## src/lsu_settings.svh

```systemverilog
`ifndef LSU_SETTINGS_SVH
`define LSU_SETTINGS_SVH

// byte address width, gives 1 KiB of data memory
`define ADDR_W 10

// bytes in one data word
`define WORD_BYTES 4

// bytes in one memory line
// a two-word window never reaches past the end of a line
`define LINE_BYTES 16

// number of words held by the memory
`define MEM_WORDS 256

// data word width in bits
`define WORD_W 32

`endif

```

## src/lsuPkg.sv

```systemverilog
`include "lsu_settings.svh"

package lsuPkg;

  // byte address as issued by the core
  typedef logic [`ADDR_W-1:0] byteAddrT;

  // word index into the memory, byte offset dropped
  typedef logic [`ADDR_W-$clog2(`WORD_BYTES)-1:0] wordAddrT;

  // one data word
  typedef logic [`WORD_W-1:0] wordT;

  // eight-byte window, addressed word in the low half
  typedef logic [2*`WORD_W-1:0] windowT;

  // one enable per window byte lane
  typedef logic [2*`WORD_BYTES-1:0] laneMaskT;

  // byte offset within a word
  typedef logic [$clog2(`WORD_BYTES)-1:0] offsetT;

  // access size code, code 3 behaves as a word
  typedef logic [1:0] accessSizeT;

  localparam accessSizeT sizeByte = 2'd0;
  localparam accessSizeT sizeHalf = 2'd1;
  localparam accessSizeT sizeWord = 2'd2;

  // spill sequencer states
  typedef enum logic [1:0] {seqReady, seqSpill, seqStoreDelay} seqStateT;

endpackage

```

## src/lsuIfs.sv

```systemverilog
`include "lsu_settings.svh"

//////////////////////////////////////////////////////////////////////
// beat information, one memory access per cycle
//////////////////////////////////////////////////////////////////////

interface beatIf;
  import lsuPkg::*;

  // a memory access happens this cycle
  logic       beatValid;
  logic       beatWrite;
  // second half of a line-crossing access
  logic       secondBeat;
  wordAddrT   beatWordAddr;
  offsetT     beatOffset;
  accessSizeT beatSize;
  // the access in flight spans two lines
  logic       splitAccess;

  // driven by the spill sequencer
  modport source (
    output beatValid, beatWrite, secondBeat, beatWordAddr,
    output beatOffset, beatSize, splitAccess
  );

  // read by the combiner and the load merger
  modport sink (
    input beatValid, beatWrite, secondBeat, beatWordAddr,
    input beatOffset, beatSize, splitAccess
  );

endinterface

//////////////////////////////////////////////////////////////////////
// window memory request and read data
//////////////////////////////////////////////////////////////////////

interface memIf;
  import lsuPkg::*;

  logic     memEn;
  logic     memWe;
  wordAddrT memWordAddr;
  windowT   memWData;
  laneMaskT memLaneMask;
  // read window, valid the cycle after memEn
  windowT   memRData;

  modport master (
    output memEn, memWe, memWordAddr, memWData, memLaneMask,
    input  memRData
  );

  modport slave (
    input  memEn, memWe, memWordAddr, memWData, memLaneMask,
    output memRData
  );

endinterface

```

## src/accessCombiner.sv

```systemverilog
`include "lsu_settings.svh"

module accessCombiner (
  beatIf.sink              beat,
  input  lsuPkg::windowT   laneData,
  input  lsuPkg::laneMaskT laneMask,
  memIf.master             mem
);
  import lsuPkg::*;

  localparam int halfLanes = `WORD_BYTES;

  windowT   beatData;
  laneMaskT beatMask;

  //////////////////////////////////////////////////////////////////////
  // lane select per beat
  //////////////////////////////////////////////////////////////////////

  // second beat writes the spilled upper lanes into the next line's first word
  always_comb begin
    if (beat.secondBeat) begin
      beatData = {laneData[2*`WORD_W-1:`WORD_W], laneData[2*`WORD_W-1:`WORD_W]};
      beatMask = {{halfLanes{1'b0}}, laneMask[2*halfLanes-1:halfLanes]};
    end else begin
      // first or only beat, lanes as aligned
      beatData = laneData;
      beatMask = laneMask;
    end
  end

  //////////////////////////////////////////////////////////////////////
  // memory request
  //////////////////////////////////////////////////////////////////////

  assign mem.memEn       = beat.beatValid;
  assign mem.memWe       = beat.beatValid & beat.beatWrite;
  assign mem.memWordAddr = beat.beatWordAddr;
  assign mem.memWData    = beatData;
  // loads never enable a lane
  assign mem.memLaneMask = beatMask & {(2*halfLanes){beat.beatWrite}};

endmodule

```

## src/flat_wrapper.sv

```systemverilog
// flat-port wrapper written by rule: the top's interface ports become plain ports
module accessCombiner_flat import lsuPkg::*;
  (laneData, laneMask, beat_beatValid, beat_beatWrite, beat_secondBeat, beat_beatWordAddr, beat_beatOffset, beat_beatSize, beat_splitAccess, mem_memEn, mem_memWe, mem_memWordAddr, mem_memWData, mem_memLaneMask, mem_memRData);
  beatIf beat_i ();
  memIf mem_i ();
  input  lsuPkg::windowT laneData;
  input  lsuPkg::laneMaskT laneMask;
  input wire logic [$bits(beat_i.beatValid)-1:0] beat_beatValid;
  input wire logic [$bits(beat_i.beatWrite)-1:0] beat_beatWrite;
  input wire logic [$bits(beat_i.secondBeat)-1:0] beat_secondBeat;
  input wire logic [$bits(beat_i.beatWordAddr)-1:0] beat_beatWordAddr;
  input wire logic [$bits(beat_i.beatOffset)-1:0] beat_beatOffset;
  input wire logic [$bits(beat_i.beatSize)-1:0] beat_beatSize;
  input wire logic [$bits(beat_i.splitAccess)-1:0] beat_splitAccess;
  output wire logic [$bits(mem_i.memEn)-1:0] mem_memEn;
  output wire logic [$bits(mem_i.memWe)-1:0] mem_memWe;
  output wire logic [$bits(mem_i.memWordAddr)-1:0] mem_memWordAddr;
  output wire logic [$bits(mem_i.memWData)-1:0] mem_memWData;
  output wire logic [$bits(mem_i.memLaneMask)-1:0] mem_memLaneMask;
  input wire logic [$bits(mem_i.memRData)-1:0] mem_memRData;
  assign beat_i.beatValid = beat_beatValid;
  assign beat_i.beatWrite = beat_beatWrite;
  assign beat_i.secondBeat = beat_secondBeat;
  assign beat_i.beatWordAddr = beat_beatWordAddr;
  assign beat_i.beatOffset = beat_beatOffset;
  assign beat_i.beatSize = beat_beatSize;
  assign beat_i.splitAccess = beat_splitAccess;
  assign mem_memEn = mem_i.memEn;
  assign mem_memWe = mem_i.memWe;
  assign mem_memWordAddr = mem_i.memWordAddr;
  assign mem_memWData = mem_i.memWData;
  assign mem_memLaneMask = mem_i.memLaneMask;
  assign mem_i.memRData = mem_memRData;
  accessCombiner u_core (.beat(beat_i), .laneData(laneData), .laneMask(laneMask), .mem(mem_i));
endmodule
```

## config.mk

```make
export PLATFORM = sky130hd
export DESIGN_NAME = accessCombiner_flat
export DESIGN_NICKNAME = d
export VERILOG_FILES = /design/src/lsuPkg.sv /design/src/lsuIfs.sv /design/src/accessCombiner.sv /design/src/flat_wrapper.sv
export VERILOG_INCLUDE_DIRS = /design/src
export SDC_FILE = /design/constraint.sdc
export NUM_CORES = 1
export LEC_CHECK = 0
export BUFFER_PORTS_ARGS = -buffer_cell sky130_fd_sc_hd__buf_4
export CAP_MARGIN = 15
export CORE_AREA = 2 2 92 94
export DETAILED_ROUTE_END_ITERATION = 16
export DIE_AREA = 0 0 94 96
export SETUP_SLACK_MARGIN = 0.02
export SLEW_MARGIN = 20
export SYNTH_ARGS = -nofsm -noshare
export SYNTH_HDL_FRONTEND = slang
export SYNTH_SLANG_ARGS = --single-unit
```

## constraint.sdc

```tcl
create_clock -name vclk -period 3.9
set_input_delay 1.17 -clock vclk [all_inputs]
set_output_delay 1.17 -clock vclk [all_outputs]
set_load 0.05 [all_outputs]
```

## Word level (Yosys, flattened, before mapping)

Cells that the tools add are included.

| storage, ports and cells | value |
|---|---|
| register bits after elaboration | 0 |
| input port bits | 152 |
| logic and storage cells | 4 |
| output and inout bits | 82 |

| cells by class | value |
|---|---|
| bitwise operators | 2 |
| multiplexer cells | 2 |

Operators with widths:

| cell | count |
|---|---|
| $mux 32 | 1 |
| $and 8x8->8 | 1 |
| $mux 8 | 1 |
| $and 1x1->1 | 1 |

## Longest topological paths before layout

Gate-level depths: netlist (run 1).

| depth | value |
|---|---|
| depth in word-level cells | 2 |
| gate-level depth with buffers | 3 |
| mapped depth without buffers | 2 |

## Least setup slack after synthesis (run 1)

OpenSTA, ideal clock, no wires.

| path | value |
|---|---|
| path kind | input to output |
| start | in beat_secondBeat |
| end | out mem_memLaneMask[0] |
| stages on the path | 3 |
| slack | 605 ps |
| data required time | 2730 ps |
| arrival | 2125 ps |
| path buffers | 1 |
| path through | buf_6 mux2i_1 nor2b_1 |

| on the way | value |
|---|---|
| longest elaborated chain between the ends | 2 |

RTL lines:

| item | RTL line | RTL |
|---|---|---|
| start: declaration | flat_wrapper.sv:10 | `input wire logic [$bits(beat_i.secondBeat)-1:0] beat_secondBeat;` |
| $mux 8 | accessCombiner.sv:22 | `if (beat.secondBeat) begin` |
| $and 8x8->8 | accessCombiner.sv:41 | `assign mem.memLaneMask = beatMask & {(2*halfLanes){beat.beatWrite}};` |
| end: declaration | flat_wrapper.sv:19 | `output wire logic [$bits(mem_i.memLaneMask)-1:0] mem_memLaneMask;` |

No other way between the ends.

## Worst setup path after layout (run 1)

| path | value |
|---|---|
| start | in beat_secondBeat |
| end | out mem_memWData[29] |

| on the way | value |
|---|---|
| longest elaborated chain between the ends | 1 |

RTL lines:

| item | RTL line | RTL |
|---|---|---|
| $mux 32 | accessCombiner.sv:22 |  |
| end: declaration | flat_wrapper.sv:18 | `output wire logic [$bits(mem_i.memWData)-1:0] mem_memWData;` |

No other way between the ends.

==> impl_results.html, run 1 <==
<table>
<tr><th>Metric</th><th>Value</th></tr>
<tr><th colspan="2">Finish</th></tr>
<tr><td>Layout clock buffers</td><td>0</td></tr>
<tr><td>Number of antenna repair diodes</td><td>0</td></tr>
<tr><td>Post-layout net count</td><td>350</td></tr>
<tr><td>Post-route core utilization</td><td>about 23%</td></tr>
<tr><td>Post-Layout Cell Count</td><td>between 300 and 400</td></tr>
<tr><td>Signed area change from the synthesized netlist to the final layout</td><td>93.3%</td></tr>
<tr><td>Sequential standard cell area</td><td>0 um^2</td></tr>
<tr><td>Share of layout cells above drive strength 1</td><td>~93%</td></tr>
<tr><td>Count of sequential standard cells</td><td>0</td></tr>
<tr><th colspan="2">Yosys</th></tr>
<tr><td>Synthesized area</td><td>between 900 and 1000 um^2</td></tr>
<tr><td>Synth Area in Compound Gates</td><td>0%</td></tr>
<tr><td>Combinational family with the most area after synthesis</td><td>multiplexers</td></tr>
<tr><td>Share of the synthesized netlist area taken by xor and xnor gates</td><td>0%</td></tr>
<tr><td>Synth Area in Simple Gates</td><td>6.55%</td></tr>
<tr><td>Register area share after synthesis</td><td>0%</td></tr>
<tr><td>Synthesized area per cell</td><td>about 10 um^2</td></tr>
<tr><td>Synthesized-area fraction occupied by adder cells</td><td>0%</td></tr>
<tr><td>Mux share of post-synthesis cell area</td><td>a little over half</td></tr>
<tr><td>Netlist cell types</td><td>8</td></tr>
<tr><td>Cells after synthesis</td><td>about 90</td></tr>
<tr><td>Synthesized net count</td><td>243</td></tr>
<tr><td>Yosys warns</td><td>0</td></tr>
<tr><th colspan="2">Pwr</th></tr>
<tr><td>Peak VDD IR</td><td>between 0.06 and 0.07 mV</td></tr>
<tr><td>Static power due to leakage</td><td>1.03 nW</td></tr>
<tr><td>Power density cells</td><td>207 nW/um^2</td></tr>
<tr><th colspan="2">Placement</th></tr>
<tr><td>DP Cell Count</td><td>301</td></tr>
<tr><td>Final weighted congestion in routability-driven placement</td><td>~0.7</td></tr>
<tr><td>Quantity of I/O buffers inserted on ports</td><td>149</td></tr>
<tr><td>Worst setup slack before clock tree synthesis</td><td>between 400 and 500 ps</td></tr>
<tr><th colspan="2">Timing</th></tr>
<tr><td>Worst slack on hold paths</td><td>~2300 ps</td></tr>
<tr><td>Worst slew pin tran</td><td>363 ps</td></tr>
<tr><td>Time the worst path needs with I/O delays and setup</td><td>3420 ps</td></tr>
<tr><td>Headroom to the max-slew limit</td><td>around three quarters</td></tr>
<tr><td>Final WS setup</td><td>around 480 ps</td></tr>
<tr><td>Final Max Tran Viols</td><td>0</td></tr>
<tr><td>Post-route clock period utilization</td><td>87.7%</td></tr>
<tr><td>FMAX</td><td>292 MHz</td></tr>
<tr><td>Number of endpoints with negative hold slack in the final report</td><td>0</td></tr>
<tr><td>Total setup violations reported at the end of the flow</td><td>0</td></tr>
<tr><td>TNS Setup</td><td>0 ps</td></tr>
<tr><td>Setup repair after global routing missed its margin</td><td>false</td></tr>
<tr><th colspan="2">CTS</th></tr>
<tr><td>Count of cells resized by post-cts repair</td><td>0</td></tr>
<tr><td>Total of hold buffers inserted after clock tree synthesis</td><td>0</td></tr>
<tr><td>Number of post-CTS setup repair buffers</td><td>0</td></tr>
<tr><th colspan="2">Critical path</th></tr>
<tr><td>Crit-path max cell delay</td><td>320 ps</td></tr>
<tr><td>WP depth</td><td>4</td></tr>
<tr><td>Critical path data arrival time</td><td>2250 ps</td></tr>
<tr><td>Highest fanout seen on the critical path</td><td>20</td></tr>
<tr><td>Worst setup endpoint</td><td>mem_memWData[29]</td></tr>
<tr><td>Required time at the worst-slack endpoint</td><td>around 2700 ps</td></tr>
<tr><td>Slowest library cell on the worst path</td><td>sky130_fd_sc_hd__buf_4</td></tr>
<tr><td>Cell breakdown of the critical path</td><td>buf_4 -&gt; buf_12 -&gt; mux2_4 -&gt; buf_4</td></tr>
<tr><td>WS Path Type</td><td>input port to primary output</td></tr>
<tr><td>Setup crit start</td><td>beat_secondBeat</td></tr>
<tr><td>Startpoint kind of the worst setup timing path</td><td>input port</td></tr>
<tr><td>CP endpoint kind</td><td>primary output</td></tr>
<tr><td>Crit path top cell by count</td><td>sky130_fd_sc_hd__buf_4</td></tr>
<tr><td>Cell family with most CP delay</td><td>buffers and inverters</td></tr>
<tr><td>Crit path buf inv count</td><td>3</td></tr>
<tr><th colspan="2">Detailed routing</th></tr>
<tr><td>DRC marker count from the first detailed-route iteration</td><td>2</td></tr>
<tr><td>Post-route DRC violation count</td><td>0</td></tr>
<tr><td>Average wire per cell in the routed design</td><td>around 11 um</td></tr>
<tr><td>ANT nets after route</td><td>0</td></tr>
<tr><td>Routed via count</td><td>1,027</td></tr>
<tr><td>DR vias/cell</td><td>3.41</td></tr>
<tr><td>Post-Route WL</td><td>between 3000 and 4000 um</td></tr>
<tr><td>Detailed-routing iteration count for the pre-antenna-repair pass</td><td>2</td></tr>
<tr><th colspan="2">Floorplanning</th></tr>
<tr><td>Die Height</td><td>roughly 96 um</td></tr>
<tr><td>Placement Rows</td><td>33</td></tr>
<tr><td>Starting density of the core</td><td>roughly an eighth</td></tr>
<tr><td>Core Region</td><td>just over 8000 um^2</td></tr>
<tr><td>Horizontal die dimension</td><td>94 um</td></tr>
<tr><td>Number of I/O pins</td><td>234</td></tr>
<tr><td>Die footprint</td><td>9020 um^2</td></tr>
<tr><th colspan="2">Global routing</th></tr>
<tr><td>Maximum number of pins on one net before global-route repair</td><td>21</td></tr>
<tr><td>Wire length of the first global-routing pass</td><td>4500 um</td></tr>
<tr><td>Number of antenna violations at the first check in global routing</td><td>0</td></tr>
<tr><td>Leftover overflow at the end of global routing</td><td>0</td></tr>
<tr><td>Vias in the first global route</td><td>947</td></tr>
<tr><td>Gr usage total</td><td>under 10%</td></tr>
<tr><th colspan="2">Run status</th></tr>
<tr><td>Status</td><td>finished clean</td></tr>
<tr><th colspan="2">Run</th></tr>
<tr><td>Max Cap Viol</td><td>0</td></tr>
<tr><th colspan="2">Min path</th></tr>
<tr><td>Worst Hold Class</td><td>input port to primary output</td></tr>
</table>
## per-stage QoR
stage,cell area (um^2),power [W]
floorplan,955,0.000296
global placement,1850,0.000383
detailed placement,1850,0.000386
CTS,1850,0.000386
global route,1850,0.000398
finish,1850,0.000381
## metal layers
layer | part of all wire, % | track usage (%)
met3 | 16 | 2.19
met2 | 53 | 13.3
met5 | 0 | 0
met1 | 30 | 5.66
met4 | 0.93 | 0.604
## where the power goes
part / switching, W / leakage [nW] / internal [W]
Combinational: 0.000229 / 1.03 / 0.000152
Clock: 0 / 0 / 0
Sequential: 0 / 0 / 0
## how the worst min path moves through the flow
stage,from,endpoint,slack (ps),cells past startpoint
after detailed placement,beat_beatWordAddr[0],mem_memWordAddr[0],2340,0
after floorplan,beat_beatValid,mem_memEn,2510,1
after global placement,beat_beatWordAddr[0],mem_memWordAddr[0],2340,0
final,beat_beatWordAddr[5],mem_memWordAddr[5],2340,0
after global routing,beat_beatWordAddr[5],mem_memWordAddr[5],2340,0
after CTS,beat_beatWordAddr[0],mem_memWordAddr[0],2340,0
## synth_stat cells (all sizes together)
| library cell | instances | share of area (%) |
|---|---|---|
| buf | 45 | 40 |
| mux2 | 32 | 50 |
| and2 | 5 | 3.3 |
| nor2b | 5 | 3.3 |
| mux2i | 4 | 4.2 |
## cells by family (layout without fill, tap and decap cells)
group	Yosys count	after routing
AND/OR/NAND/NOR	10	10
buffers and inverters	45	150
multiplexers	36	36
## layout make-up
class	instances	area, um^2
timing repair buffer	150	1140
tap	105	131
fill	875	6210
multi-input combinational	46	576
## cells in the final DEF, fill, tap and decap left out
cell type,instances
sky130_fd_sc_hd__buf_12,1
sky130_fd_sc_hd__and2_1,5
sky130_fd_sc_hd__mux2i_1,4
sky130_fd_sc_hd__mux2_4,30
sky130_fd_sc_hd__buf_4,149
sky130_fd_sc_hd__nor2b_1,5
sky130_fd_sc_hd__mux2_2,2
Power figures use the tool's default switching activity.
==> run 2: changes to the inputs <==
ABC_AREA = 1   (was default)
CELL_PAD_IN_SITES_DETAIL_PLACEMENT = 1   (was default)
CELL_PAD_IN_SITES_GLOBAL_PLACEMENT = 2   (was default)
CORE_AREA = default   (was 2 2 92 94)
CORE_MARGIN = 2   (was default)
CORE_UTILIZATION = 10   (was default)
DIE_AREA = default   (was 0 0 94 96)
PLACE_DENSITY_LB_ADDON = 0.1   (was default)
==> impl_results.html, run 2 <==
<table>
<tr><th>Metric</th><th>Value</th></tr>
<tr><th colspan="2">Run status</th></tr>
<tr><td>Status</td><td>finished clean</td></tr>
<tr><th colspan="2">Timing</th></tr>
<tr><td>TNS Setup</td><td>0 ps (unchanged)</td></tr>
<tr><td>Time the worst path needs with I/O delays and setup</td><td>3120 ps (-302 ps)</td></tr>
<tr><td>FMAX</td><td>321 MHz (+9.7%)</td></tr>
<tr><td>Post-route clock period utilization</td><td>80.0% (-7.7 points)</td></tr>
<tr><td>Worst slack on hold paths</td><td>2340 ps (unchanged)</td></tr>
<tr><td>Worst slew pin tran</td><td>239 ps (-124 ps)</td></tr>
<tr><td>Final Max Tran Viols</td><td>0 (unchanged)</td></tr>
<tr><td>Setup repair after global routing missed its margin</td><td>false</td></tr>
<tr><td>Number of endpoints with negative hold slack in the final report</td><td>0 (unchanged)</td></tr>
<tr><td>Headroom to the max-slew limit</td><td>84.1% (+8.3 points)</td></tr>
<tr><td>Total setup violations reported at the end of the flow</td><td>0 (unchanged)</td></tr>
<tr><td>Final WS setup</td><td>782 ps (+302 ps)</td></tr>
<tr><th colspan="2">Floorplanning</th></tr>
<tr><td>Die Height</td><td>95.4 um (-0.60%)</td></tr>
<tr><td>Die footprint</td><td>9100 um^2 (+0.90%)</td></tr>
<tr><td>Horizontal die dimension</td><td>95.4 um (+1.5%)</td></tr>
<tr><td>Core Region</td><td>8180 um^2 (+1.5%)</td></tr>
<tr><td>Placement Rows</td><td>33 (unchanged)</td></tr>
<tr><td>Number of I/O pins</td><td>234 (unchanged)</td></tr>
<tr><td>Starting density of the core</td><td>10.2% (-1.6 points)</td></tr>
<tr><th colspan="2">Detailed routing</th></tr>
<tr><td>Detailed-routing iteration count for the pre-antenna-repair pass</td><td>2 (unchanged)</td></tr>
<tr><td>DRC marker count from the first detailed-route iteration</td><td>15 (+13)</td></tr>
<tr><td>Post-Route WL</td><td>4160 um (+21%)</td></tr>
<tr><td>Average wire per cell in the routed design</td><td>10.9 um (-4.5%)</td></tr>
<tr><td>ANT nets after route</td><td>0 (unchanged)</td></tr>
<tr><td>Routed via count</td><td>1,351 (+32%)</td></tr>
<tr><td>Post-route DRC violation count</td><td>0 (unchanged)</td></tr>
<tr><td>DR vias/cell</td><td>3.55 (+3.9%)</td></tr>
<tr><th colspan="2">Yosys</th></tr>
<tr><td>Largest cells by area after synthesis</td><td>sky130_fd_sc_hd__nand2_1, sky130_fd_sc_hd__buf_4, sky130_fd_sc_hd__nor2_1, sky130_fd_sc_hd__buf_6, sky130_fd_sc_hd__inv_1</td></tr>
<tr><td>List of most frequent post-synthesis cells</td><td>sky130_fd_sc_hd__nand2_1, sky130_fd_sc_hd__buf_4, sky130_fd_sc_hd__nor2_1</td></tr>
<tr><td>Register area share after synthesis</td><td>0% (unchanged)</td></tr>
<tr><td>Yosys warns</td><td>0 (unchanged)</td></tr>
<tr><td>Most common cell in the netlist</td><td>sky130_fd_sc_hd__nand2_1</td></tr>
<tr><td>Synthesized area per cell</td><td>4.83 um^2 (-54%)</td></tr>
<tr><td>Cells after synthesis</td><td>173 (+90%)</td></tr>
<tr><td>Synthesized net count</td><td>325 (+34%)</td></tr>
<tr><td>Netlist cell types</td><td>7 (-1)</td></tr>
<tr><td>Top cell type's share of synthesized area</td><td>47.6% (+0.42 points)</td></tr>
<tr><td>Synthesized area</td><td>836 um^2 (-12%)</td></tr>
<tr><td>Most area-hungry cell type in the Yosys netlist</td><td>sky130_fd_sc_hd__nand2_1</td></tr>
<tr><th colspan="2">Finish</th></tr>
<tr><td>Post-layout net count</td><td>430 (+23%)</td></tr>
<tr><td>Share of layout cells above drive strength 1</td><td>55.4% (-37 points)</td></tr>
<tr><td>Count of filler cells inserted in the layout</td><td>1,090 (+25%)</td></tr>
<tr><td>Post-Layout Cell Count</td><td>381 (+27%)</td></tr>
<tr><td>Count of sequential standard cells</td><td>0 (unchanged)</td></tr>
<tr><td>Sequential standard cell area</td><td>0 um^2 (unchanged)</td></tr>
<tr><td>Number of antenna repair diodes</td><td>0 (unchanged)</td></tr>
<tr><td>Signed area change from the synthesized netlist to the final layout</td><td>110%</td></tr>
<tr><td>Total area of multi-input combinational cells</td><td>443 um^2 (-23%)</td></tr>
<tr><td>Most frequent standard cell in the layout excluding fill and tap cells</td><td>sky130_fd_sc_hd__buf_4</td></tr>
<tr><td>Most frequent cells in the layout</td><td>sky130_fd_sc_hd__buf_4, sky130_fd_sc_hd__nand2_1, sky130_fd_sc_hd__nor2_1</td></tr>
<tr><td>Layout clock buffers</td><td>0 (unchanged)</td></tr>
<tr><td>Post-route core utilization</td><td>21.4% (-1.5 points)</td></tr>
<tr><th colspan="2">Critical path</th></tr>
<tr><td>CP endpoint kind</td><td>primary output</td></tr>
<tr><td>Required time at the worst-slack endpoint</td><td>2730 ps (about the same)</td></tr>
<tr><td>Critical path data arrival time</td><td>1950 ps (-300 ps)</td></tr>
<tr><td>WS Path Type</td><td>input port to primary output</td></tr>
<tr><td>Highest fanout seen on the critical path</td><td>18 (-10%)</td></tr>
<tr><td>Startpoint kind of the worst setup timing path</td><td>input port</td></tr>
<tr><th colspan="2">Placement</th></tr>
<tr><td>Quantity of I/O buffers inserted on ports</td><td>149 (unchanged)</td></tr>
<tr><td>Final weighted congestion in routability-driven placement</td><td>0.633 (-12%)</td></tr>
<tr><td>DP Cell Count</td><td>381 (+27%)</td></tr>
<tr><td>Total half-perimeter wirelength after legalization and detailed placement</td><td>3610 um</td></tr>
<tr><td>Worst setup slack before clock tree synthesis</td><td>730 ps (+285 ps)</td></tr>
<tr><th colspan="2">Min path</th></tr>
<tr><td>WHS Path Cells</td><td>0 (unchanged)</td></tr>
<tr><td>Worst Hold Class</td><td>input port to primary output</td></tr>
<tr><th colspan="2">CTS</th></tr>
<tr><td>Count of cells resized by post-cts repair</td><td>0 (unchanged)</td></tr>
<tr><td>Number of post-CTS setup repair buffers</td><td>0 (unchanged)</td></tr>
<tr><td>Total of hold buffers inserted after clock tree synthesis</td><td>0 (unchanged)</td></tr>
<tr><th colspan="2">Pwr</th></tr>
<tr><td>Static power due to leakage</td><td>1.11 nW (+7.4%)</td></tr>
<tr><td>Peak VDD IR</td><td>0.0562 mV (-12%)</td></tr>
<tr><td>Power density cells</td><td>210 nW/um^2 (+1.5%)</td></tr>
<tr><th colspan="2">Global routing</th></tr>
<tr><td>Maximum number of pins on one net before global-route repair</td><td>22 (+4.8%)</td></tr>
<tr><td>Gr usage total</td><td>7.78% (+1.6 points)</td></tr>
<tr><td>Wire length of the first global-routing pass</td><td>5870 um (+31%)</td></tr>
<tr><td>Leftover overflow at the end of global routing</td><td>0 (unchanged)</td></tr>
<tr><td>Number of antenna violations at the first check in global routing</td><td>0 (unchanged)</td></tr>
<tr><td>Vias in the first global route</td><td>1,270 (+34%)</td></tr>
<tr><th colspan="2">Run</th></tr>
<tr><td>Max Cap Viol</td><td>0 (unchanged)</td></tr>
</table>
run 2: final cells by class:
cell class / count / area share, %
Multi-Input combinational cell: 118 / 25.3
Inverter: 6 / 1.43
Tap cell: 105 / 7.49
Timing Repair Buffer: 152 / 65.8
run 2: metal layers:
metal | GRT usage (%) | vias to the layer above | share of wire [%]
met2 | 14.3 | 85 | 49
li1 | - | 673 | -
met1 | 9.04 | 589 | 36
met5 | 0 | - | 0
met3 | 2.85 | 4 | 15
met4 | 0.357 | 0 | 0.31
run 2: critical path, cell delays in order:
cell and delay, ps:
sky130_fd_sc_hd__buf_4 130, sky130_fd_sc_hd__inv_4 160, sky130_fd_sc_hd__buf_12 180, sky130_fd_sc_hd__nand2_1 60
sky130_fd_sc_hd__nand2_1 50, sky130_fd_sc_hd__buf_4 190
run 2: worst paths after layout:
| path | slack, ps | to | start |
|---|---|---|---|
| max | 780 | mem_memWData[8] | beat_secondBeat |
| min | 2340 | mem_memWordAddr[6] | beat_beatWordAddr[6] |
run 2: stage by stage:
stage | power, W | instance area (um^2)
4_1_cts | 0.000374 | 1750
2_1_floorplan | 0.000270 | 836
5_1_grt | 0.000390 | 1750
6_report | 0.000368 | 1750
3_3_place_gp | 0.000374 | 1750
3_5_place_dp | 0.000373 | 1750
run 2: kinds of logic after synthesis:
family        after synthesis  synth area share, %
buf+inv                    55                 47.0
simple gates              118                 53.0
run 2: where the power goes:
part	internal, W	switching (W)	leakage [nW]	total, W
Sequential	0	0	0	0
Clock	0	0	0	0
Combinational	0.000126	0.000242	1.11	0.000368
Total	0.000126	0.000242	1.11	0.000368
==> run 3: changes to the inputs <==
clock period = 3.1 ns   (was 3.9 ns; I/O delays follow)
==> impl_results.html, run 3 (synthesis gave the netlist of run 2 again) <==
<table>
<tr><th>Metric</th><th>Value</th></tr>
<tr><th colspan="2">Finish</th></tr>
<tr><td>Finished layout cell area</td><td>1750 um^2 (unchanged)</td></tr>
<tr><td>Share of layout cells above drive strength 1</td><td>55.4% (unchanged)</td></tr>
<tr><td>Layout clock buffers</td><td>0 (unchanged)</td></tr>
<tr><td>Sequential standard cell area</td><td>0 um^2 (unchanged)</td></tr>
<tr><td>Total area of multi-input combinational cells</td><td>443 um^2 (unchanged)</td></tr>
<tr><td>Count of filler cells inserted in the layout</td><td>1,070 (-1.8%)</td></tr>
<tr><td>Signed area change from the synthesized netlist to the final layout</td><td>110% (unchanged)</td></tr>
<tr><td>Post-Layout Cell Count</td><td>381 (unchanged)</td></tr>
<tr><td>Post-layout net count</td><td>430 (unchanged)</td></tr>
<tr><td>Most frequent cells in the layout</td><td>sky130_fd_sc_hd__buf_4, sky130_fd_sc_hd__nand2_1, sky130_fd_sc_hd__nor2_1</td></tr>
<tr><td>Post-route core utilization</td><td>21.4% (unchanged)</td></tr>
<tr><td>Number of antenna repair diodes</td><td>0 (unchanged)</td></tr>
<tr><td>Count of sequential standard cells</td><td>0 (unchanged)</td></tr>
<tr><td>Most frequent standard cell in the layout excluding fill and tap cells</td><td>sky130_fd_sc_hd__buf_4</td></tr>
<tr><th colspan="2">Run status</th></tr>
<tr><td>Status</td><td>finished clean</td></tr>
<tr><th colspan="2">Global routing</th></tr>
<tr><td>Maximum number of pins on one net before global-route repair</td><td>21 (-4.5%)</td></tr>
<tr><td>Number of antenna violations at the first check in global routing</td><td>0 (unchanged)</td></tr>
<tr><td>Gr usage total</td><td>7.62% (-0.16 points)</td></tr>
<tr><td>Vias in the first global route</td><td>1,241 (-2.3%)</td></tr>
<tr><td>Leftover overflow at the end of global routing</td><td>0 (unchanged)</td></tr>
<tr><td>Wire length of the first global-routing pass</td><td>5740 um (-2.2%)</td></tr>
<tr><th colspan="2">Critical path</th></tr>
<tr><td>Highest fanout seen on the critical path</td><td>19 (+1)</td></tr>
<tr><td>Startpoint kind of the worst setup timing path</td><td>input port</td></tr>
<tr><td>CP endpoint kind</td><td>primary output</td></tr>
<tr><td>WS Path Type</td><td>input port to primary output</td></tr>
<tr><td>Required time at the worst-slack endpoint</td><td>2170 ps (-560 ps)</td></tr>
<tr><td>Slowest library cell on the worst path</td><td>sky130_fd_sc_hd__buf_4</td></tr>
<tr><td>Crit-path max cell delay</td><td>200 ps (about the same)</td></tr>
<tr><td>Critical path data arrival time</td><td>1740 ps (-210 ps)</td></tr>
<tr><td>Cell breakdown of the critical path</td><td>buf_4 -&gt; inv_4 -&gt; buf_12 -&gt; nand2_1 -&gt; nand2_1 -&gt; buf_4</td></tr>
<tr><th colspan="2">Detailed routing</th></tr>
<tr><td>Post-Route WL</td><td>4130 um (-0.84%)</td></tr>
<tr><td>Detailed-routing iteration count for the pre-antenna-repair pass</td><td>4 (+2)</td></tr>
<tr><td>DR vias/cell</td><td>3.49 (-1.6%)</td></tr>
<tr><td>Post-route DRC violation count</td><td>0 (unchanged)</td></tr>
<tr><td>Routed via count</td><td>1,330 (-1.6%)</td></tr>
<tr><td>Average wire per cell in the routed design</td><td>10.8 um (-0.84%)</td></tr>
<tr><td>ANT nets after route</td><td>0 (unchanged)</td></tr>
<tr><td>DRC marker count from the first detailed-route iteration</td><td>18 (+3)</td></tr>
<tr><th colspan="2">CTS</th></tr>
<tr><td>Number of post-CTS setup repair buffers</td><td>0 (unchanged)</td></tr>
<tr><td>Total of hold buffers inserted after clock tree synthesis</td><td>0 (unchanged)</td></tr>
<tr><td>Count of cells resized by post-cts repair</td><td>0 (unchanged)</td></tr>
<tr><th colspan="2">Pwr</th></tr>
<tr><td>Post-layout power</td><td>0.000463 W (+26%)</td></tr>
<tr><td>Switch share</td><td>65.7% (about the same)</td></tr>
<tr><td>Power density cells</td><td>264 nW/um^2 (+26%)</td></tr>
<tr><td>Power share of the sequential group</td><td>0% (unchanged)</td></tr>
<tr><td>Peak VDD IR</td><td>0.0703 mV (+25%)</td></tr>
<tr><td>P_sw</td><td>0.000304 W (+26%)</td></tr>
<tr><td>Internal Dissipation</td><td>0.000159 W (+26%)</td></tr>
<tr><td>Proportion of power drawn by combinational gates</td><td>100.0% (about the same)</td></tr>
<tr><td>Static power due to leakage</td><td>1.11 nW (unchanged)</td></tr>
<tr><td>Relative contribution of the clock network to total power</td><td>0% (unchanged)</td></tr>
<tr><th colspan="2">Floorplanning</th></tr>
<tr><td>Number of I/O pins</td><td>234 (unchanged)</td></tr>
<tr><td>Placement Rows</td><td>33 (unchanged)</td></tr>
<tr><td>Horizontal die dimension</td><td>95.4 um (unchanged)</td></tr>
<tr><td>Core Region</td><td>8180 um^2 (unchanged)</td></tr>
<tr><td>Starting density of the core</td><td>10.2% (unchanged)</td></tr>
<tr><td>Die Height</td><td>95.4 um (unchanged)</td></tr>
<tr><td>Die footprint</td><td>9100 um^2 (unchanged)</td></tr>
<tr><th colspan="2">Placement</th></tr>
<tr><td>Quantity of I/O buffers inserted on ports</td><td>149 (unchanged)</td></tr>
<tr><td>Instance area after placement</td><td>1750 um^2 (unchanged)</td></tr>
<tr><td>DP Cell Count</td><td>381 (unchanged)</td></tr>
<tr><td>Total half-perimeter wirelength after legalization and detailed placement</td><td>3530 um (-2.2%)</td></tr>
<tr><td>Final weighted congestion in routability-driven placement</td><td>0.671 (+6.0%)</td></tr>
<tr><th colspan="2">Timing</th></tr>
<tr><td>Final Max Tran Viols</td><td>0 (unchanged)</td></tr>
<tr><td>Setup repair after global routing missed its margin</td><td>false</td></tr>
<tr><td>Total setup violations reported at the end of the flow</td><td>0 (unchanged)</td></tr>
<tr><td>TNS Setup</td><td>0 ps (unchanged)</td></tr>
<tr><td>Number of endpoints with negative hold slack in the final report</td><td>0 (unchanged)</td></tr>
<tr><td>Time the worst path needs with I/O delays and setup</td><td>2670 ps</td></tr>
<tr><td>Worst slew pin tran</td><td>230 ps (-8.95 ps)</td></tr>
<tr><td>Post-route clock period utilization</td><td>a little under nine tenths</td></tr>
<tr><td>FMAX</td><td>approximately 370 MHz</td></tr>
<tr><td>Headroom to the max-slew limit</td><td>84.7% (+0.60 points)</td></tr>
<tr><th colspan="2">Min path</th></tr>
<tr><td>Worst Hold Class</td><td>input port to primary output</td></tr>
<tr><td>WHS Path Cells</td><td>0 (unchanged)</td></tr>
<tr><th colspan="2">Run</th></tr>
<tr><td>Max Cap Viol</td><td>0 (unchanged)</td></tr>
</table>
run 3: through the flow:
stage	worst slack, ps	hold slack (ps)
detailed placement	387	1860
CTS	381	1860
finish	428	1860
global placement	395	1860
global route	335	1860
floorplan	265	2030
run 3: cell type report:
type	instances	share of cell area, %
Inverter	6	1.43
Multi-Input combinational cell	118	25.3
Tap cell	105	7.49
Timing Repair Buffer	152	65.8
run 3: routing by layer:
metal	share of wire, %	global-route usage (%)
met5	0	0
met4	0.32	0.357
met3	14	2.13
met2	50	14.6
met1	36	8.76
run 3: power groups by stage:
stage               sequential [W]  combinational [W]  clock (W)
detailed placement               0           0.000468          0
CTS                              0           0.000470          0
global route                     0           0.000490          0
floorplan                        0           0.000339          0
global placement                 0           0.000470          0
finish                           0           0.000463          0
run 3: critical path, delay by kind of cell:
kind	cells	cell delay [ps]
buffers and inverters	4	700
AND/OR/NAND/NOR	2	110
run 3: final timing paths:
check            startpoint            endpoint
max         beat_secondBeat     mem_memWData[7]
min    beat_beatWordAddr[6]  mem_memWordAddr[6]
